[src/design/mm_pkg.sv]
/*
 * matrix-multiply accelerator shared definitions
 * tile sizes, memory word layout and the structs passed between blocks
 */
package mm_pkg;

    // tile geometry
    localparam int SA_WIDTH = 4;
    localparam int ELEM_W   = 8;
    localparam int ACC_W    = 32;

    // memory port
    localparam int MEM_DW     = 32;
    localparam int MEM_AW     = 32;
    localparam int BEAT_BYTES = MEM_DW / 8;

    // buffer addressing, one word per column of A or row of B
    localparam int BUF_AW = 2;
    localparam logic [BUF_AW-1:0] K_LAST = BUF_AW'(SA_WIDTH - 1);

    // beat counts per job
    localparam int READ_BEATS = 2 * SA_WIDTH;
    localparam int C_BEATS    = SA_WIDTH * SA_WIDTH;
    // request/response counters must reach READ_BEATS
    localparam int FETCH_CW   = $clog2(READ_BEATS + 1);
    localparam int C_IDX_W    = $clog2(C_BEATS);

    typedef logic signed [ELEM_W-1:0] elem_t;
    typedef logic signed [ACC_W-1:0]  acc_t;

    // one memory beat == one buffer word, element i in bits [8i+7:8i]
    typedef elem_t [SA_WIDTH-1:0] tile_vec_t;

    // result tile, indexed [row][col]
    typedef acc_t [SA_WIDTH-1:0][SA_WIDTH-1:0] acc_tile_t;

    typedef struct packed {
        logic [MEM_AW-1:0] mat_a_addr;
        logic [MEM_AW-1:0] mat_b_addr;
        logic [MEM_AW-1:0] mat_c_addr;
    } job_cfg_t;

    typedef struct packed {
        logic              wren;
        logic [BUF_AW-1:0] waddr;
        tile_vec_t         wdata;
    } buf_wr_t;

    typedef struct packed {
        logic              valid;
        logic [MEM_AW-1:0] addr;
    } mem_rd_req_t;

    typedef struct packed {
        logic              valid;
        logic [MEM_AW-1:0] addr;
        logic [MEM_DW-1:0] data;
    } mem_wr_t;

endpackage

[src/design/dma_engine.sv]
/*
 * DMA job sequencer
 * fetches A and B into the tile buffers, pulses the engine,
 * then writes the 16 results of C back to memory row-major
 */
`timescale 1ns/10ps

module dma_engine (
    input  logic                  clk,
    input  logic                  rst_n,

    // job control
    input  mm_pkg::job_cfg_t      cfg_i,
    input  logic                  start_i,
    output logic                  done_o,

    // memory read channel
    output mm_pkg::mem_rd_req_t   rd_req_o,
    input  logic                  rd_ready_i,
    input  logic                  rd_rvalid_i,
    input  mm_pkg::tile_vec_t     rd_rdata_i,

    // tile buffer writes
    output mm_pkg::buf_wr_t       buf_a_wr_o,
    output mm_pkg::buf_wr_t       buf_b_wr_o,

    // engine handshake
    output logic                  mm_start_o,
    input  logic                  mm_done_i,
    input  mm_pkg::acc_tile_t     accum_i,

    // memory write channel
    output mm_pkg::mem_wr_t       wr_o,
    input  logic                  wr_ready_i
);
    import mm_pkg::*;

    typedef enum logic [1:0] {
        S_IDLE,
        S_FETCH,
        S_WAIT,
        S_WRITE
    } state_t;

    state_t state_q;
    state_t state_d;

    // latched job addresses
    job_cfg_t cfg_q;

    // fetch side, issued and returned counts run apart
    logic [FETCH_CW-1:0] req_cnt_q;
    logic [FETCH_CW-1:0] rsp_cnt_q;
    logic                rd_fire;
    logic                rsp_take;
    logic                rsp_last;
    logic [MEM_AW-1:0]   rd_base;

    // write back element index, row in upper bits
    logic [C_IDX_W-1:0]  wr_idx_q;
    logic                wr_fire;
    logic                wr_last;

    // registered buffer write, shared address and data
    logic                buf_a_wren_q;
    logic                buf_b_wren_q;
    logic [BUF_AW-1:0]   buf_waddr_q;
    tile_vec_t           buf_wdata_q;

    // read requests
    // first SA_WIDTH beats from A, the rest from B
    assign rd_base  = (req_cnt_q < FETCH_CW'(SA_WIDTH)) ? cfg_q.mat_a_addr : cfg_q.mat_b_addr;
    assign rd_req_o = '{
        valid: (state_q == S_FETCH) && (req_cnt_q < FETCH_CW'(READ_BEATS)),
        addr:  rd_base + MEM_AW'(req_cnt_q[BUF_AW-1:0]) * BEAT_BYTES
    };
    assign rd_fire  = rd_req_o.valid && rd_ready_i;

    // responses come back in order and cannot be stalled
    assign rsp_take = (state_q == S_FETCH) && rd_rvalid_i;
    assign rsp_last = rsp_take && (rsp_cnt_q == FETCH_CW'(READ_BEATS - 1));

    // write beats, payload is combinational off held registers
    assign wr_o = '{
        valid: (state_q == S_WRITE),
        addr:  cfg_q.mat_c_addr + MEM_AW'(wr_idx_q) * BEAT_BYTES,
        data:  accum_i[wr_idx_q[C_IDX_W-1:BUF_AW]][wr_idx_q[BUF_AW-1:0]]
    };
    assign wr_fire = wr_o.valid && wr_ready_i;
    assign wr_last = wr_fire && (wr_idx_q == C_IDX_W'(C_BEATS - 1));

    // next state
    always_comb begin
        state_d = state_q;
        case (state_q)
            S_IDLE: begin
                if (start_i) begin
                    state_d = S_FETCH;
                end
            end
            // leave once the 8th response lands
            S_FETCH: begin
                if (rsp_last) begin
                    state_d = S_WAIT;
                end
            end
            S_WAIT: begin
                if (mm_done_i) begin
                    state_d = S_WRITE;
                end
            end
            S_WRITE: begin
                if (wr_last) begin
                    state_d = S_IDLE;
                end
            end
            default: begin
                state_d = S_IDLE;
            end
        endcase
    end

    // control registers
    always_ff @(posedge clk or negedge rst_n) begin
        if (!rst_n) begin
            state_q    <= S_IDLE;
            req_cnt_q  <= '0;
            rsp_cnt_q  <= '0;
            wr_idx_q   <= '0;
            mm_start_o <= 1'b0;
            done_o     <= 1'b0;
        end else begin
            state_q    <= state_d;
            // single-cycle pulse the cycle after the last response
            mm_start_o <= rsp_last;
            // single-cycle pulse after the 16th accepted beat
            done_o     <= wr_last;

            if (state_q == S_IDLE && start_i) begin
                req_cnt_q <= '0;
                rsp_cnt_q <= '0;
            end else begin
                if (rd_fire) begin
                    req_cnt_q <= req_cnt_q + 1'b1;
                end
                if (rsp_take) begin
                    rsp_cnt_q <= rsp_cnt_q + 1'b1;
                end
            end

            // index only moves on an accepted beat
            if (state_q == S_WAIT) begin
                wr_idx_q <= '0;
            end else if (wr_fire) begin
                wr_idx_q <= wr_idx_q + 1'b1;
            end
        end
    end

    // job addresses, sampled with start in idle
    always_ff @(posedge clk) begin
        if (state_q == S_IDLE && start_i) begin
            cfg_q <= cfg_i;
        end
    end

    // buffer write enables
    // response count picks the target buffer
    always_ff @(posedge clk or negedge rst_n) begin
        if (!rst_n) begin
            buf_a_wren_q <= 1'b0;
            buf_b_wren_q <= 1'b0;
        end else begin
            buf_a_wren_q <= rsp_take && (rsp_cnt_q < FETCH_CW'(SA_WIDTH));
            buf_b_wren_q <= rsp_take && (rsp_cnt_q >= FETCH_CW'(SA_WIDTH));
        end
    end

    // beat index within the tile is the buffer address
    always_ff @(posedge clk) begin
        if (rsp_take) begin
            buf_waddr_q <= rsp_cnt_q[BUF_AW-1:0];
            buf_wdata_q <= rd_rdata_i;
        end
    end

    assign buf_a_wr_o = '{wren: buf_a_wren_q, waddr: buf_waddr_q, wdata: buf_wdata_q};
    assign buf_b_wr_o = '{wren: buf_b_wren_q, waddr: buf_waddr_q, wdata: buf_wdata_q};

endmodule

[config.mk]
export PLATFORM = sky130hd
export DESIGN_NAME = dma_engine
export DESIGN_NICKNAME = d
export VERILOG_FILES = /design/src/design/mm_pkg.sv /design/src/design/dma_engine.sv
export SDC_FILE = /design/constraint.sdc
export NUM_CORES = 1
export LEC_CHECK = 0
export BUFFER_PORTS_ARGS = -buffer_cell sky130_fd_sc_hd__buf_2
export CAP_MARGIN = 20
export CORE_AREA = 2 2 315 317
export DETAILED_ROUTE_END_ITERATION = 10
export DIE_AREA = 0 0 317 319
export PLACE_DENSITY = 0.33
export SLEW_MARGIN = 20
export SYNTH_ARGS = -nofsm -noshare
export SYNTH_HDL_FRONTEND = slang
export SYNTH_SLANG_ARGS = --single-unit
[constraint.sdc]
create_clock -name clk -period 4.4 [get_ports clk]
set_input_delay 0.22 -clock clk [delete_from_list [all_inputs] [get_ports clk]]
set_output_delay 0.22 -clock clk [all_outputs]
set_load 0.05 [all_outputs]
==> summary.txt <==
Clock tree
  • Resized cells post-CTS: 0
  • Root Driver: clkbuf_16
  • Clock buffer count from CTS: 17
  • CTS sink cnt: 148
  • Maximum clock insertion buffer count: 2
  • Clk pin slew, worst setup/hold paths: 0.07 ns
  • Later-pin clock latency in the skew report: 0.45 ns
  • CTS tree: built
  • H-tree levels: 4

STA
  • RSZ-0062 raised after global routing: no
  • Final setup viols: 0
  • Highest Clock Rate: 252.0 MHz
  • Measured slew at the worst slew-check pin: 0.9680 ns
  • Fin. max-slew vios: 0
  • Setup ws final: 0.4319 ns
  • Period minus WS final: 3.968 ns
  • Final period utilization: 0.9018
  • Final hold violation count: 0
  • Max_slew headroom: 0.3547
  • Clk_skew: 0.01046 ns

Placed design
  • Post-detail-place hpwl: 60190 microns
  • Port bufs: 816
  • Cell Area, Placed: 16250 sq um
  • Placed insts: 2765
  • Pre-CTS setup slack: 0.8678 ns
  • Placer Congestion: 0.9628

Hold path
  • Hold Path Depth: 3
  • Worst Hold Class: in2reg

Yosys
  • Count leader, synth: mux4_2
  • Share of the synthesized area in the top cell type: 0.3609
  • Top_reg_cell synth: edfxtp_1
  • Post-synth EDFFs: 130
  • Commonest cells post-synth: 160 x mux4_2, 130 x edfxtp_1, 41 x nand2_1, 39 x buf_4, 35 x xor2_1
  • Yosys top cell by area: edfxtp_1
  • Flops & latches, synth: 148
  • Synth area leaders: edfxtp_1 36%, mux4_2 33%, dfrtp_1 4.2%
  • Post-Syn Nets: 1399
  • Yosys cell types: 53
  • Post-Syn Area per Cell: 14.70 sq um
  • Register area share after synthesis: 0.4025
  • Synth async-reset ratio: 0.1216
  • Post-Syn Instances: 736
  • Mapped Area: 10820 sq um
  • Yosys warns: 0

Routing
  • Number of routed nets with antenna violations: 0
  • Routed via count: 10890
  • DR WL/cell: 23.58 microns
  • DR DRC count: 0
  • TritonRoute pass-1 iters: 4
  • 1st-iter DRT viols: 576
  • Vias per inst: 3.705
  • Drt total wl: 69290 microns

Die
  • DIE AREA: 101100 sq um
  • Die height: 319 microns
  • Top-Level Pins: 817
  • Number of core rows: 115
  • Initial Util: 0.1107
  • CORE AREA: 97700 sq um
  • Die width: 317 microns

Layout
  • Area Overhead vs Synth: 68.10%
  • Share of cells above drive strength 1: 0.6333
  • Filler cells: 10810
  • Finished layout cell area: 18180 sq um
  • Post-route insts no fill: 2939
  • Sequential Area: 4367 sq um
  • Area of the multi-input gates: 5922 sq um
  • Nets: 2289

Worst setup path
  • Crit path cell chain: nor2_2, nand2_1, nand2_1, ha_1, inv_1, fa_1, nand3b_1, o32ai_1, buf_4, nand4_2, nor4b_2, xnor2_2, buf_2
  • Critical path buffer and inverter count: 3
  • Critical Path End Type: primary output
  • Crit-path leading delay family: simple AND/OR/NAND/NOR gates
  • Slowest stage cell, crit path: nor4b_2
  • Reg2reg path depth: 8
  • Setup crit start kind: flip-flop
  • Peak fanout along the critical path: 7
  • Req. time, crit path: 4.18 ns
  • Max incr delay on CP: 0.48 ns
  • Cell mode on critical path: nand2_1
  • CP Depth: 13
  • Crit Path Category: reg2out
  • Worst EP arrival: 3.75 ns

GRT
  • Vias in the first global route: 11840
  • Initial antenna violation count: 44
  • First-pass GRT wire length: 93930 microns
  • Gr ovfl total: 0
  • Largest net degree at the start of global routing: 75
  • GRT Total Usage: 0.1333

Run
  • Max-Cap Viols: 0

Run status
  • Outcome: finished clean

Power
  • Peak VDD IR: 0.0002496 V
  • Pwr Density: 447.7 nW/um^2
  • Pleak: 7.296 nW
  • Total Power: 0.008142 W
[what timing repair did]
item	in CTS	in global routing
hold buffers	129	0
hold endpoints to repair	146	0
buffers inserted	0	0
[area by class of cell]
| class | count | area share |
|---|---|---|
| Inverter | 17 | 0.003509 |
| Timing Repair Buffer | 960 | 0.3070 |
| Clock buffer | 18 | 0.02360 |
| Sequential cell | 148 | 0.2401 |
| Antenna cell | 13 | 0.001789 |
| Tap cell | 1287 | 0.08855 |
| Multi-Input combinational cell | 482 | 0.3257 |
| Clock inverter | 14 | 0.009770 |
[worst reg2reg max path, cell delays in order (launching register included)]
cell     delay, ns
dfrtp_1       0.41
inv_1         0.11
ha_1          0.31
nand2_1       0.25
inv_1         0.20
buf_4         0.44
nand4_1       0.19
xor2_1        0.16
nor2_1        0.05
[metrics by stage]
stage                     hold WS [ns]    util  TNS [ns]
final                          0.05401  0.1861         0
after CTS                     0.008202  0.1858         0
after detailed placement        0.2744  0.1664         0
after global routing           0.04118  0.1858         0
after floorplan               -0.07559       -  -0.03982
after global placement          0.2669  0.1664         0
[state kept, by name (all words and copies together), names as in the netlist]
| signal | count |
|---|---|
| done_o | 1 |
| buf_waddr_q | 2 |
| buf_b_wren_q | 1 |
| wr_idx_q | 4 |
| cfg_q | 96 |
| rsp_cnt_q | 4 |
| buf_a_wr_o | 32 |
| buf_a_wren_q | 1 |
| req_cnt_q | 4 |
| state_q | 2 |
| mm_start_o | 1 |
[where the power goes]
part | switching, W | leakage (nW) | total [W] | internal (W)
sequential | 0.000200 | 1.43 | 0.00205 | 0.00185
combinational | 0.00310 | 5.57 | 0.00454 | 0.00144
clock | 0.000653 | 0.296 | 0.00155 | 0.000899
[cell usage in the layout (no fill, tap or decap), types with 14 or more instances in the layout]
master / netlist / layout
mux2i_1: 27 / 27
dfrtp_1: 18 / 14
dlygate4sd3_1: 0 / 129
mux4_2: 160 / 160
xor2_1: 35 / 35
inv_1: 17 / 17
nor2_1: 32 / 31
nand3_1: 18 / 18
ha_1: 14 / 14
edfxtp_1: 130 / 130
xnor2_1: 33 / 32
nand2_1: 41 / 41
clkbuf_16: 0 / 17
and3_1: 15 / 15
nand4_1: 14 / 14
buf_2: 2 / 813
[metal layers]
metal  track usage  wire length, microns  vias up  share of wire
li1              -                     -     4764              -
met1        0.1678                 28730     5494           0.41
met5             0                   221        -         0.0032
met4       0.02442                   820       34          0.012
met2        0.2137                 32000      519           0.46
met3       0.05482                  7515       78           0.11
[logic make-up after synthesis]
logic type | count (synthesis) | synth area share
AND/OR/NAND/NOR | 162 | 0.08154
XOR/XNOR | 68 | 0.05505
multiplexers | 189 | 0.3602
flip-flops | 148 | 0.4025
AO/OA/AOI/OAI | 47 | 0.02961
adder cells (fa/ha/maj) | 16 | 0.01989
buffers and inverters | 106 | 0.05124
[worst paths after layout]
path	startpoint	end	slack [ns]
min in group asynchronous	rst_n	mm_start_o$_DFF_PN0_	0.31
max in group asynchronous	rst_n	wr_idx_q[3]$_DFFE_PN0P_	3.65
worst max register to register	state_q[1]$_DFFE_PN0P_	rsp_cnt_q[3]$_DFFE_PN0P_	2.15
worst min-delay path	rd_ready_i	req_cnt_q[1]$_DFFE_PN0P_	0.05
worst max-delay path	req_cnt_q[2]$_DFFE_PN0P_	rd_req_o[28]	0.43
worst min register to register	rsp_cnt_q[3]$_DFFE_PN0P_	buf_a_wren_q$_DFF_PN0_	0.52
Power figures use the tool's default switching activity.
