<file path="config.mk">
export PLATFORM = sky130hd
export DESIGN_NAME = tile_buffer
export DESIGN_NICKNAME = d
export VERILOG_FILES = /design/src/design/mm_pkg.sv /design/src/design/tile_buffer.sv
export SDC_FILE = /design/constraint.sdc
export NUM_CORES = 1
export LEC_CHECK = 0
export BUFFER_PORTS_ARGS = -buffer_cell sky130_fd_sc_hd__clkbuf_2
export CAP_MARGIN = 20
export CORE_ASPECT_RATIO = 1.75
export CORE_MARGIN = 2
export CORE_UTILIZATION = 61
export CTS_CLUSTER_SIZE = 20
export DETAILED_ROUTE_END_ITERATION = 16
export PLACE_DENSITY = 0.95
export REMOVE_ABC_BUFFERS = 1
export SLEW_MARGIN = 20
export SYNTH_ARGS = -nofsm -noshare
export SYNTH_HDL_FRONTEND = slang
export SYNTH_SLANG_ARGS = --single-unit
</file>
<file path="constraint.sdc">
create_clock -name clk -period 2.2 [get_ports clk]
set_input_delay 0.11 -clock clk [delete_from_list [all_inputs] [get_ports clk]]
set_output_delay 0.11 -clock clk [all_outputs]
set_load 0.01 [all_outputs]
</file>
<file path="src/design/mm_pkg.sv">
/*
 * matrix-multiply accelerator shared definitions
 * tile sizes, memory word layout and the structs passed between blocks
 */
package mm_pkg;

    // tile geometry
    localparam int SA_WIDTH = 4;
    localparam int ELEM_W   = 8;
    localparam int ACC_W    = 32;

    // memory port
    localparam int MEM_DW     = 32;
    localparam int MEM_AW     = 32;
    localparam int BEAT_BYTES = MEM_DW / 8;

    // buffer addressing, one word per column of A or row of B
    localparam int BUF_AW = 2;
    localparam logic [BUF_AW-1:0] K_LAST = BUF_AW'(SA_WIDTH - 1);

    // beat counts per job
    localparam int READ_BEATS = 2 * SA_WIDTH;
    localparam int C_BEATS    = SA_WIDTH * SA_WIDTH;
    // request/response counters must reach READ_BEATS
    localparam int FETCH_CW   = $clog2(READ_BEATS + 1);
    localparam int C_IDX_W    = $clog2(C_BEATS);

    typedef logic signed [ELEM_W-1:0] elem_t;
    typedef logic signed [ACC_W-1:0]  acc_t;

    // one memory beat == one buffer word, element i in bits [8i+7:8i]
    typedef elem_t [SA_WIDTH-1:0] tile_vec_t;

    // result tile, indexed [row][col]
    typedef acc_t [SA_WIDTH-1:0][SA_WIDTH-1:0] acc_tile_t;

    typedef struct packed {
        logic [MEM_AW-1:0] mat_a_addr;
        logic [MEM_AW-1:0] mat_b_addr;
        logic [MEM_AW-1:0] mat_c_addr;
    } job_cfg_t;

    typedef struct packed {
        logic              wren;
        logic [BUF_AW-1:0] waddr;
        tile_vec_t         wdata;
    } buf_wr_t;

    typedef struct packed {
        logic              valid;
        logic [MEM_AW-1:0] addr;
    } mem_rd_req_t;

    typedef struct packed {
        logic              valid;
        logic [MEM_AW-1:0] addr;
        logic [MEM_DW-1:0] data;
    } mem_wr_t;

endpackage

</file>
<file path="src/design/tile_buffer.sv">
/*
 * tile buffer, SA_WIDTH words deep
 * one write port from the DMA side, one registered read port for the engine
 */
`timescale 1ns/10ps

module tile_buffer (
    input  logic                       clk,
    input  logic                       rst_n,
    input  mm_pkg::buf_wr_t            wr_i,
    input  logic [mm_pkg::BUF_AW-1:0]  raddr_i,
    output mm_pkg::tile_vec_t          rdata_o
);
    import mm_pkg::*;

    // storage array, no reset
    tile_vec_t mem_q [SA_WIDTH];

    // full word writes only
    always_ff @(posedge clk) begin
        if (wr_i.wren) begin
            mem_q[wr_i.waddr] <= wr_i.wdata;
        end
    end

    // registered read, data valid the cycle after raddr_i
    always_ff @(posedge clk or negedge rst_n) begin
        if (!rst_n) begin
            rdata_o <= '0;
        end else begin
            rdata_o <= mem_q[raddr_i];
        end
    end

endmodule

</file>
==> impl_table.tex, run 1 <==
\begin{tabular}{lr}
\hline
Metric & Value \\
\hline
\multicolumn{2}{l}{\textbf{Worst setup path}} \\
\quad Critical path endpoint category & register \\
\quad Worst Path Arrival & roughly 1.4 ns \\
\quad Stages on worst setup path & 1 \\
\quad Required time at the endpoint of the critical path & between 2 and 2.5 ns \\
\quad Type of the worst setup path & reg -> reg \\
\quad Crit path max fanout & 1 \\
\quad Worst path buffer plus inverter count & 0 \\
\quad CP max-delay cell & sky130\_fd\_sc\_hd\_\_mux4\_2 \\
\quad Ordered list of cells on the worst path & mux4\_2 \\
\quad Worst stage delay on the critical path & 0.54 ns \\
\quad Startpoint type of the worst setup path & register \\
\quad Top cell family by delay on the critical path & multiplexers \\
\quad Worst r2r path cells & 1 \\
\multicolumn{2}{l}{\textbf{Timing}} \\
\quad Max Freq & between 900 and 1000 MHz \\
\quad Pins Over Slew Limit & 0 \\
\quad Setup Viol. Count Final & 0 \\
\quad Slew Limit Headroom & 0.404 \\
\quad Worst path setup slack after routing & $\sim$1.1 ns \\
\quad Clock skew after layout & 0.00787 ns \\
\quad RSZ-0062 raised after global routing & no \\
\quad Hold violation total from the final report & 0 \\
\quad Final-layout worst hold slack & $\sim$0.35 ns \\
\quad Worst Tran Pin Value & about 0.89 ns \\
\quad Crit share post-route & 0.502 \\
\quad Crit path time final & 1.10 ns \\
\multicolumn{2}{l}{\textbf{Clock tree}} \\
\quad Quantity of gates resized following cts & 0 \\
\quad Number of buffers inserted by post-CTS setup repair & 0 \\
\quad CTS H-tree depth & 4 \\
\quad TritonCTS clock tree & yes \\
\quad Root Buffer Master & sky130\_fd\_sc\_hd\_\_clkbuf\_16 \\
\quad Number of buffers created by CTS & 17 \\
\quad Bufs on Longest Clock Path & 2 \\
\quad Worst-Skew Late Latency & $\sim$0.42 ns \\
\quad Clk sink count & 160 \\
\quad Clock transition at the registers of the reported paths & 0.06 ns \\
\quad Hold Buf Count CTS & 33 \\
\multicolumn{2}{l}{\textbf{GRT}} \\
\quad Maximum number of pins on one net before global-route repair & 33 \\
\quad Met3 track demand over resource & 0.0778 \\
\quad Global-route wire length before repair & around 17000 um \\
\quad M1 GR Usage & 0.320 \\
\quad Total global routing overflow & 0 \\
\quad Global-route total usage across every layer & 0.267 \\
\quad Met2 routing resource usage after global routing & 0.444 \\
\quad Vias in the first global route & 2868 \\
\quad Antenna violations before repair & 0 \\
\quad Layer carrying the most global-route usage & met2 \\
\multicolumn{2}{l}{\textbf{Logic synthesis}} \\
\quad Dominant combinational cell family by area after synthesis & multiplexers \\
\quad Post-synth top area share & 0.700 \\
\quad Portion of the post-synthesis area used by sequential elements & 0.846 \\
\quad Library cells used by synthesis & 10 \\
\quad Synth Area in Adders & 0 \\
\quad Mux contribution to synthesized area & 0.133 \\
\quad Parity-gate share of the synthesized area counting xor and xnor cells & 0 \\
\quad Post-synthesis cell area & 5490 um2 \\
\quad Complex-gate fraction of the synthesized area & 0 \\
\quad Synthesized area divided by synthesized cell count & approximately 27 um2 \\
\quad Syn. warnings & 0 \\
\quad Number of instances in the synthesized netlist & $\sim$200 \\
\quad Basic-gate share of the synthesized area counting and, or, nand and nor cells & 0.00570 \\
\quad Yosys top cell by area & sky130\_fd\_sc\_hd\_\_edfxtp\_1 \\
\quad Leading post-synthesis cells by cell area & sky130\_fd\_sc\_hd\_\_edfxtp\_1 70\%, sky130\_fd\_sc\_hd\_\_dfrtp\_1 15\%, sky130\_fd\_sc\_hd\_\_mux4\_2 12\% \\
\quad Number of flip-flops and latches in the synthesized netlist & 160 \\
\multicolumn{2}{l}{\textbf{Cells and area}} \\
\quad Share of cells above drive strength 1 & 0.405 \\
\quad Top library cells by usage in the layout, fill and taps aside & 128 x sky130\_fd\_sc\_hd\_\_edfxtp\_1, 70 x sky130\_fd\_sc\_hd\_\_clkbuf\_2, 33 x sky130\_fd\_sc\_hd\_\_dlygate4sd3\_1 \\
\quad Final-stage net count & between 300 and 400 \\
\quad Sequential standard cell area & $\sim$4600 um2 \\
\quad Multi-input gate area in the final layout & 768 um2 \\
\quad Leading cell type in the layout, fill and taps excluded & sky130\_fd\_sc\_hd\_\_edfxtp\_1 \\
\quad Antenna cells & 0 \\
\quad Synthesis-to-finish area growth & 27.1\% \\
\quad Fillers & about 400 \\
\multicolumn{2}{l}{\textbf{Floorplan}} \\
\quad Effective utilization at floorplan & 0.629 \\
\quad IO Pins & 71 \\
\quad Height of the chip & approximately 130 um \\
\quad Die area & 9810 um2 \\
\quad \# rows & 45 \\
\quad Core Area & 8730 um2 \\
\quad DIE WIDTH & approximately 76 um \\
\multicolumn{2}{l}{\textbf{Placement}} \\
\quad Routability congestion estimate & 0.672 \\
\quad Port Buf Inserts & 70 \\
\quad Half-perimeter wire length after detailed placement & 4880 um \\
\quad Placement-stage worst setup slack & roughly 0.77 ns \\
\multicolumn{2}{l}{\textbf{Pwr}} \\
\quad Maximum ir drop on the vdd rail & 0.901 mV \\
\quad Share of total power consumed by net switching & 0.191 \\
\quad Relative contribution of combinational cells to total power & 0.055 \\
\quad Switching power total & 0.00140 W \\
\quad Leakage Power & between 2 and 3 nW \\
\quad Portion of total power attributed to sequential cells & 0.480 \\
\quad Clock network power share & 0.465 \\
\quad Cell-internal power & 0.00593 W \\
\quad Power per cell area & about 1100 nW/um2 \\
\multicolumn{2}{l}{\textbf{Drt}} \\
\quad Count of antenna-violating nets left after detailed routing & 0 \\
\quad Iteration-0 DRC Markers & 251 \\
\quad Detailed-route via count & about 2600 \\
\quad Final wirelength & approximately 11000 um \\
\quad Drc violations & 0 \\
\quad Detailed-route vias per instance & between 5 and 6 \\
\quad Wire per inst & about 25 um \\
\quad Detailed-routing iteration count for the pre-antenna-repair pass & 4 \\
\multicolumn{2}{l}{\textbf{Outcome}} \\
\quad Run status & complete, no violations \\
\multicolumn{2}{l}{\textbf{Flow run}} \\
\quad Maxcap violations & 0 \\
\multicolumn{2}{l}{\textbf{Min path}} \\
\quad Class of the worst hold path & in -> reg \\
\quad Worst hold stages & 3 \\
\hline
\end{tabular}
==> final cells by class <==
cell class / count / share of cell area
Clock inverter: 10 / 0.0332
Multi-Input combinational cell: 36 / 0.110
Timing Repair Buffer: 108 / 0.105
Sequential cell: 160 / 0.666
Clock buffer: 22 / 0.0651
Tap cell: 117 / 0.0210
==> routing by layer <==
layer	part of all wire	vias to the layer above	wire, um
li1	-	1089	-
met2	0.57	133	6550
met4	0.033	0	378
met5	0	-	0
met1	0.34	1359	3930
met3	0.054	32	625
==> synthesized netlist by cell type <==
| master | instances |
|---|---|
| sky130_fd_sc_hd__and3_1 | 1 |
| sky130_fd_sc_hd__and3b_1 | 2 |
| sky130_fd_sc_hd__buf_12 | 3 |
| sky130_fd_sc_hd__buf_2 | 3 |
| sky130_fd_sc_hd__buf_6 | 1 |
| sky130_fd_sc_hd__dfrtp_1 | 32 |
| sky130_fd_sc_hd__edfxtp_1 | 128 |
| sky130_fd_sc_hd__mux4_1 | 2 |
| sky130_fd_sc_hd__mux4_2 | 30 |
| sky130_fd_sc_hd__nor3b_1 | 1 |
==> power groups by stage <==
stage,clock [W],combinational (W),sequential [W]
5_1_grt,0.00354,0.000433,0.00353
3_5_place_dp,0,0.000344,0.00357
3_3_place_gp,0,0.000329,0.00355
4_1_cts,0.00342,0.000400,0.00352
6_report,0.00341,0.000406,0.00352
2_1_floorplan,0,0.000122,0.00358
==> cells by family after synthesis <==
| family | count (synthesis) |
|---|---|
| buffers and inverters | 7 |
| flip-flops | 160 |
| multiplexers | 32 |
| AND/OR/NAND/NOR | 4 |
==> flip-flops by register name, summed over array words and instances, names as in the netlist <==
name / cells
rdata_o: 32
mem_q: 128
==> worst paths after layout <==
| path | startpoint | endpoint | slack, ns |
|---|---|---|---|
| setup / recovery | mem_q[3][15] | rdata_o[15] | 1.10 |
| min in group asynchronous | rst_n | rdata_o[7] | 0.36 |
| hold / removal | raddr_i[1] | rdata_o[12] | 0.35 |
| max in group asynchronous | rst_n | rdata_o[13] | 1.27 |
| hold reg to reg | mem_q[2][21] | rdata_o[21] | 0.56 |
| setup reg to reg | mem_q[3][15] | rdata_o[15] | 1.10 |
==> stage by stage <==
stage	total power, W	setup TNS (ns)	cell area [um2]	cells	util
4_1_cts	0.00734	0	6980	453	0.799
5_1_grt	0.00751	0	6980	453	0.799
3_3_place_gp	0.00388	0	5960	388	0.683
3_5_place_dp	0.00391	0	5960	388	0.683
2_1_floorplan	0.00371	-25.00	5400	196	-
6_report	0.00733	0	6980	453	0.799
(Power assumes the default switching activity.)
==> run 2, diff against run 1 <==
--- a/config.mk
+++ b/config.mk
@@ -9,10 +9,10 @@
 export CAP_MARGIN = 20
 export CORE_ASPECT_RATIO = 1.75
 export CORE_MARGIN = 2
-export CORE_UTILIZATION = 61
+export CORE_UTILIZATION = 51
 export CTS_CLUSTER_SIZE = 20
 export DETAILED_ROUTE_END_ITERATION = 16
-export PLACE_DENSITY = 0.95
+export PLACE_DENSITY = 0.86
 export REMOVE_ABC_BUFFERS = 1
 export SLEW_MARGIN = 20
 export SYNTH_ARGS = -nofsm -noshare
==> constraint.sdc (replaced) <==
create_clock -name clk -period 1 [get_ports clk]
set_input_delay 0.05 -clock clk [delete_from_list [all_inputs] [get_ports clk]]
set_output_delay 0.05 -clock clk [all_outputs]
set_load 0.01 [all_outputs]
==> impl_table.tex, run 2 (synthesis gave the netlist of run 1 again) <==
\begin{tabular}{lr}
\hline
Metric & Value \\
\hline
\multicolumn{2}{l}{\textbf{Outcome}} \\
\quad Run status & complete, but fails checks (was complete, no violations) \\
\quad Violations in the final reports & negative setup slack \\
\multicolumn{2}{l}{\textbf{Drt}} \\
\quad Detailed-route via count & 2549 (was 2613) \\
\quad Iteration-0 DRC Markers & 188 (was 251) \\
\quad Drc violations & 0 (unchanged) \\
\quad Final wirelength & 10500 um (was 11500 um) \\
\quad Detailed-route vias per instance & 5.39 (was 5.77) \\
\quad Wire per inst & 22.2 um (was 25.3 um) \\
\quad Detailed-routing iteration count for the pre-antenna-repair pass & 4 (unchanged) \\
\quad Count of antenna-violating nets left after detailed routing & 0 (unchanged) \\
\multicolumn{2}{l}{\textbf{Min path}} \\
\quad Worst hold stages & 3 (unchanged) \\
\quad Start point of the worst min-delay path & raddr\_i[1] (unchanged) \\
\quad Hold Path Sink & rdata\_o[14] (was rdata\_o[12]) \\
\quad Class of the worst hold path & in -> reg (unchanged) \\
\multicolumn{2}{l}{\textbf{GRT}} \\
\quad Global-route wire length before repair & 15700 um (was 17100 um) \\
\quad Maximum number of pins on one net before global-route repair & 33 (unchanged) \\
\quad Global-route total usage across every layer & 0.203 (was 0.267) \\
\quad Vias in the first global route & 2678 (was 2868) \\
\quad Total global routing overflow & 0 (unchanged) \\
\quad Antenna violations before repair & 0 (unchanged) \\
\multicolumn{2}{l}{\textbf{Floorplan}} \\
\quad Effective utilization at floorplan & 0.519 (was 0.629) \\
\quad Height of the chip & 141 um (was 130 um) \\
\quad Core Area & 10600 um2 (was 8730 um2) \\
\quad Die area & 11600 um2 (was 9810 um2) \\
\quad DIE WIDTH & 82.4 um (was 75.7 um) \\
\quad \# rows & 50 (was 45) \\
\quad IO Pins & 71 (unchanged) \\
\multicolumn{2}{l}{\textbf{Cells and area}} \\
\quad Register with the most flip-flops & mem\_q (unchanged) \\
\quad Final-stage net count & 369 (was 362) \\
\quad Leading cell type in the layout, fill and taps excluded & sky130\_fd\_sc\_hd\_\_edfxtp\_1 (unchanged) \\
\quad Final instance area & 7110 um2 (was 6980 um2) \\
\quad Top library cells by usage in the layout, fill and taps aside & 128 x sky130\_fd\_sc\_hd\_\_edfxtp\_1, 68 x sky130\_fd\_sc\_hd\_\_clkbuf\_2, 33 x sky130\_fd\_sc\_hd\_\_dlygate4sd3\_1 (was 128 x sky130\_fd\_sc\_hd\_\_edfxtp\_1, 70 x sky130\_fd\_sc\_hd\_\_clkbuf\_2, 33 x sky130\_fd\_sc\_hd\_\_dlygate4sd3\_1) \\
\quad Multi-input gate area in the final layout & 761 um2 (was 768 um2) \\
\quad Synthesis-to-finish area growth & 29.5\% (was 27.1\%) \\
\quad Largest registers & mem\_q: 128 flops, rdata\_o: 32 flops (unchanged) \\
\quad Flip-flop count of the largest register, all copies and words added & 128 (unchanged) \\
\quad Share of cells above drive strength 1 & 0.426 (was 0.405) \\
\quad Sequential standard cell area & 4640 um2 (unchanged) \\
\quad Layout Cells excl Fill & 473 (was 453) \\
\quad Antenna cells & 0 (unchanged) \\
\quad Fillers & 650 (was 395) \\
\multicolumn{2}{l}{\textbf{Worst setup path}} \\
\quad Required time at the endpoint of the critical path & 1.27 ns (was 2.47 ns) \\
\quad Worst stage delay on the critical path & 0.55 ns (was 0.54 ns) \\
\quad Worst r2r path cells & 1 (unchanged) \\
\quad Startpoint type of the worst setup path & register (unchanged) \\
\quad Ordered list of cells on the worst path & mux4\_2 (unchanged) \\
\quad Capturing point of the worst reg2reg path & rdata\_o[24] (was rdata\_o[15]) \\
\quad Top cell family by delay on the critical path & multiplexers (unchanged) \\
\quad Worst Path Arrival & 1.40 ns (was 1.38 ns) \\
\quad Worst path buffer plus inverter count & 0 (unchanged) \\
\quad Critical path endpoint category & register (unchanged) \\
\quad Type of the worst setup path & reg -> reg (unchanged) \\
\quad Register-to-Register Setup Slack & -0.13 ns (was 1.10 ns) \\
\quad Crit path max fanout & 1 (unchanged) \\
\quad CP max-delay cell & sky130\_fd\_sc\_hd\_\_mux4\_2 (unchanged) \\
\quad Startpoint of the worst register-to-register path & mem\_q[3][24] (was mem\_q[3][15]) \\
\multicolumn{2}{l}{\textbf{Placement}} \\
\quad Placement-stage worst setup slack & -0.138 ns (was 0.769 ns) \\
\quad Cell count after placement & 408 (was 388) \\
\quad Half-perimeter wire length after detailed placement & 5590 um (was 4880 um) \\
\quad Port Buf Inserts & 70 (unchanged) \\
\quad Routability congestion estimate & 0.693 (was 0.672) \\
\quad Dpl cell area & 6140 um2 (was 5960 um2) \\
\multicolumn{2}{l}{\textbf{Clock tree}} \\
\quad Root Buffer Master & sky130\_fd\_sc\_hd\_\_clkbuf\_16 (unchanged) \\
\quad Clk sink count & 160 (unchanged) \\
\quad Worst-Skew Late Latency & 0.42 ns (about the same) \\
\quad Clock transition at the registers of the reported paths & 0.06 ns (about the same) \\
\quad TritonCTS clock tree & yes (unchanged) \\
\quad CTS H-tree depth & 4 (unchanged) \\
\quad Bufs on Longest Clock Path & 2 (unchanged) \\
\quad Number of buffers inserted by post-CTS setup repair & 0 (unchanged) \\
\quad Number of buffers created by CTS & 17 (unchanged) \\
\multicolumn{2}{l}{\textbf{Timing}} \\
\quad Pins Over Slew Limit & 0 (unchanged) \\
\quad RSZ-0062 raised after global routing & yes (was no) \\
\quad Crit share post-route & 1.13 (was 0.502) \\
\quad Clock skew after layout & 0.00588 ns (was 0.00787 ns) \\
\quad Worst path setup slack after routing & -0.129 ns (was 1.10 ns) \\
\quad Setup Viol. Count Final & 5 (was 0) \\
\quad Slew Limit Headroom & 0.845 (was 0.404) \\
\quad Final-layout worst hold slack & 0.150 ns (was 0.354 ns) \\
\quad Crit path time final & 1.13 ns (was 1.10 ns) \\
\quad Setup\_tns & -0.264 ns (was 0 ns) \\
\quad Hold violation total from the final report & 0 (unchanged) \\
\quad Worst Tran Pin Value & 0.233 ns (was 0.895 ns) \\
\quad Max Freq & 885 MHz (was 905 MHz) \\
\multicolumn{2}{l}{\textbf{Pwr}} \\
\quad Leakage Power & 2.61 nW (was 2.57 nW) \\
\quad Maximum ir drop on the vdd rail & 1.39 mV (was 0.901 mV) \\
\quad Power per cell area & 2180 nW/um2 (was 1050 nW/um2) \\
\multicolumn{2}{l}{\textbf{Flow run}} \\
\quad Maxcap violations & 0 (unchanged) \\
\hline
\end{tabular}
==> run 2: how the worst max path moves through the flow <==
| stage | from | endpoint | slack [ns] | cells after the start |
|---|---|---|---|---|
| finish | mem_q[3][24] | rdata_o[24] | -0.13 | 1 |
| global route | mem_q[3][24] | rdata_o[24] | -0.13 | 1 |
| CTS | mem_q[3][24] | rdata_o[24] | -0.14 | 1 |
| detailed placement | raddr_i[0] | rdata_o[31] | -0.14 | 3 |
| global placement | raddr_i[0] | rdata_o[0] | -0.13 | 3 |
| floorplan | wr_i[33] | mem_q[0][0] | -1.92 | 1 |
==> run 2: routing by layer <==
| layer | global-route usage | part of all wire | vias up |
|---|---|---|---|
| met3 | 0.0560 | 0.041 | 25 |
| li1 | - | - | 1105 |
| met1 | 0.252 | 0.39 | 1332 |
| met4 | 0.106 | 0.037 | 0 |
| met5 | 0 | 0 | - |
| met2 | 0.323 | 0.54 | 87 |
==> run 2: power breakdown <==
part           switching, W  leakage, nW  internal [W]  total [W]
combinational      0.000455        0.755      0.000493   0.000948
clock               0.00240        0.305       0.00445    0.00685
sequential         0.000128         1.55       0.00761    0.00774
==> run 2: final cells by class <==
class                           count  share of cell area
Sequential cell                   160               0.653
Clock inverter                     13              0.0269
Tap cell                          130              0.0229
Timing Repair Buffer              115               0.128
Multi-Input combinational cell     36               0.107
Clock buffer                       19              0.0623
==> run 2: metrics by stage <==
step | utilization | total power [W]
CTS | 0.672 | 0.0156
finish | 0.673 | 0.0155
global placement | 0.581 | 0.00862
detailed placement | 0.581 | 0.00868
floorplan | - | 0.00815
global route | 0.673 | 0.0159
==> run 2: repair_timing <==
| item | in CTS | in global routing |
|---|---|---|
| gates resized for setup | 1 | 6 |
| hold endpoints to repair | 160 | 0 |
| pin swaps | 0 | 0 |
| endpoints found under the setup margin | 11 | 23 |
| hold buffers | 33 | 0 |
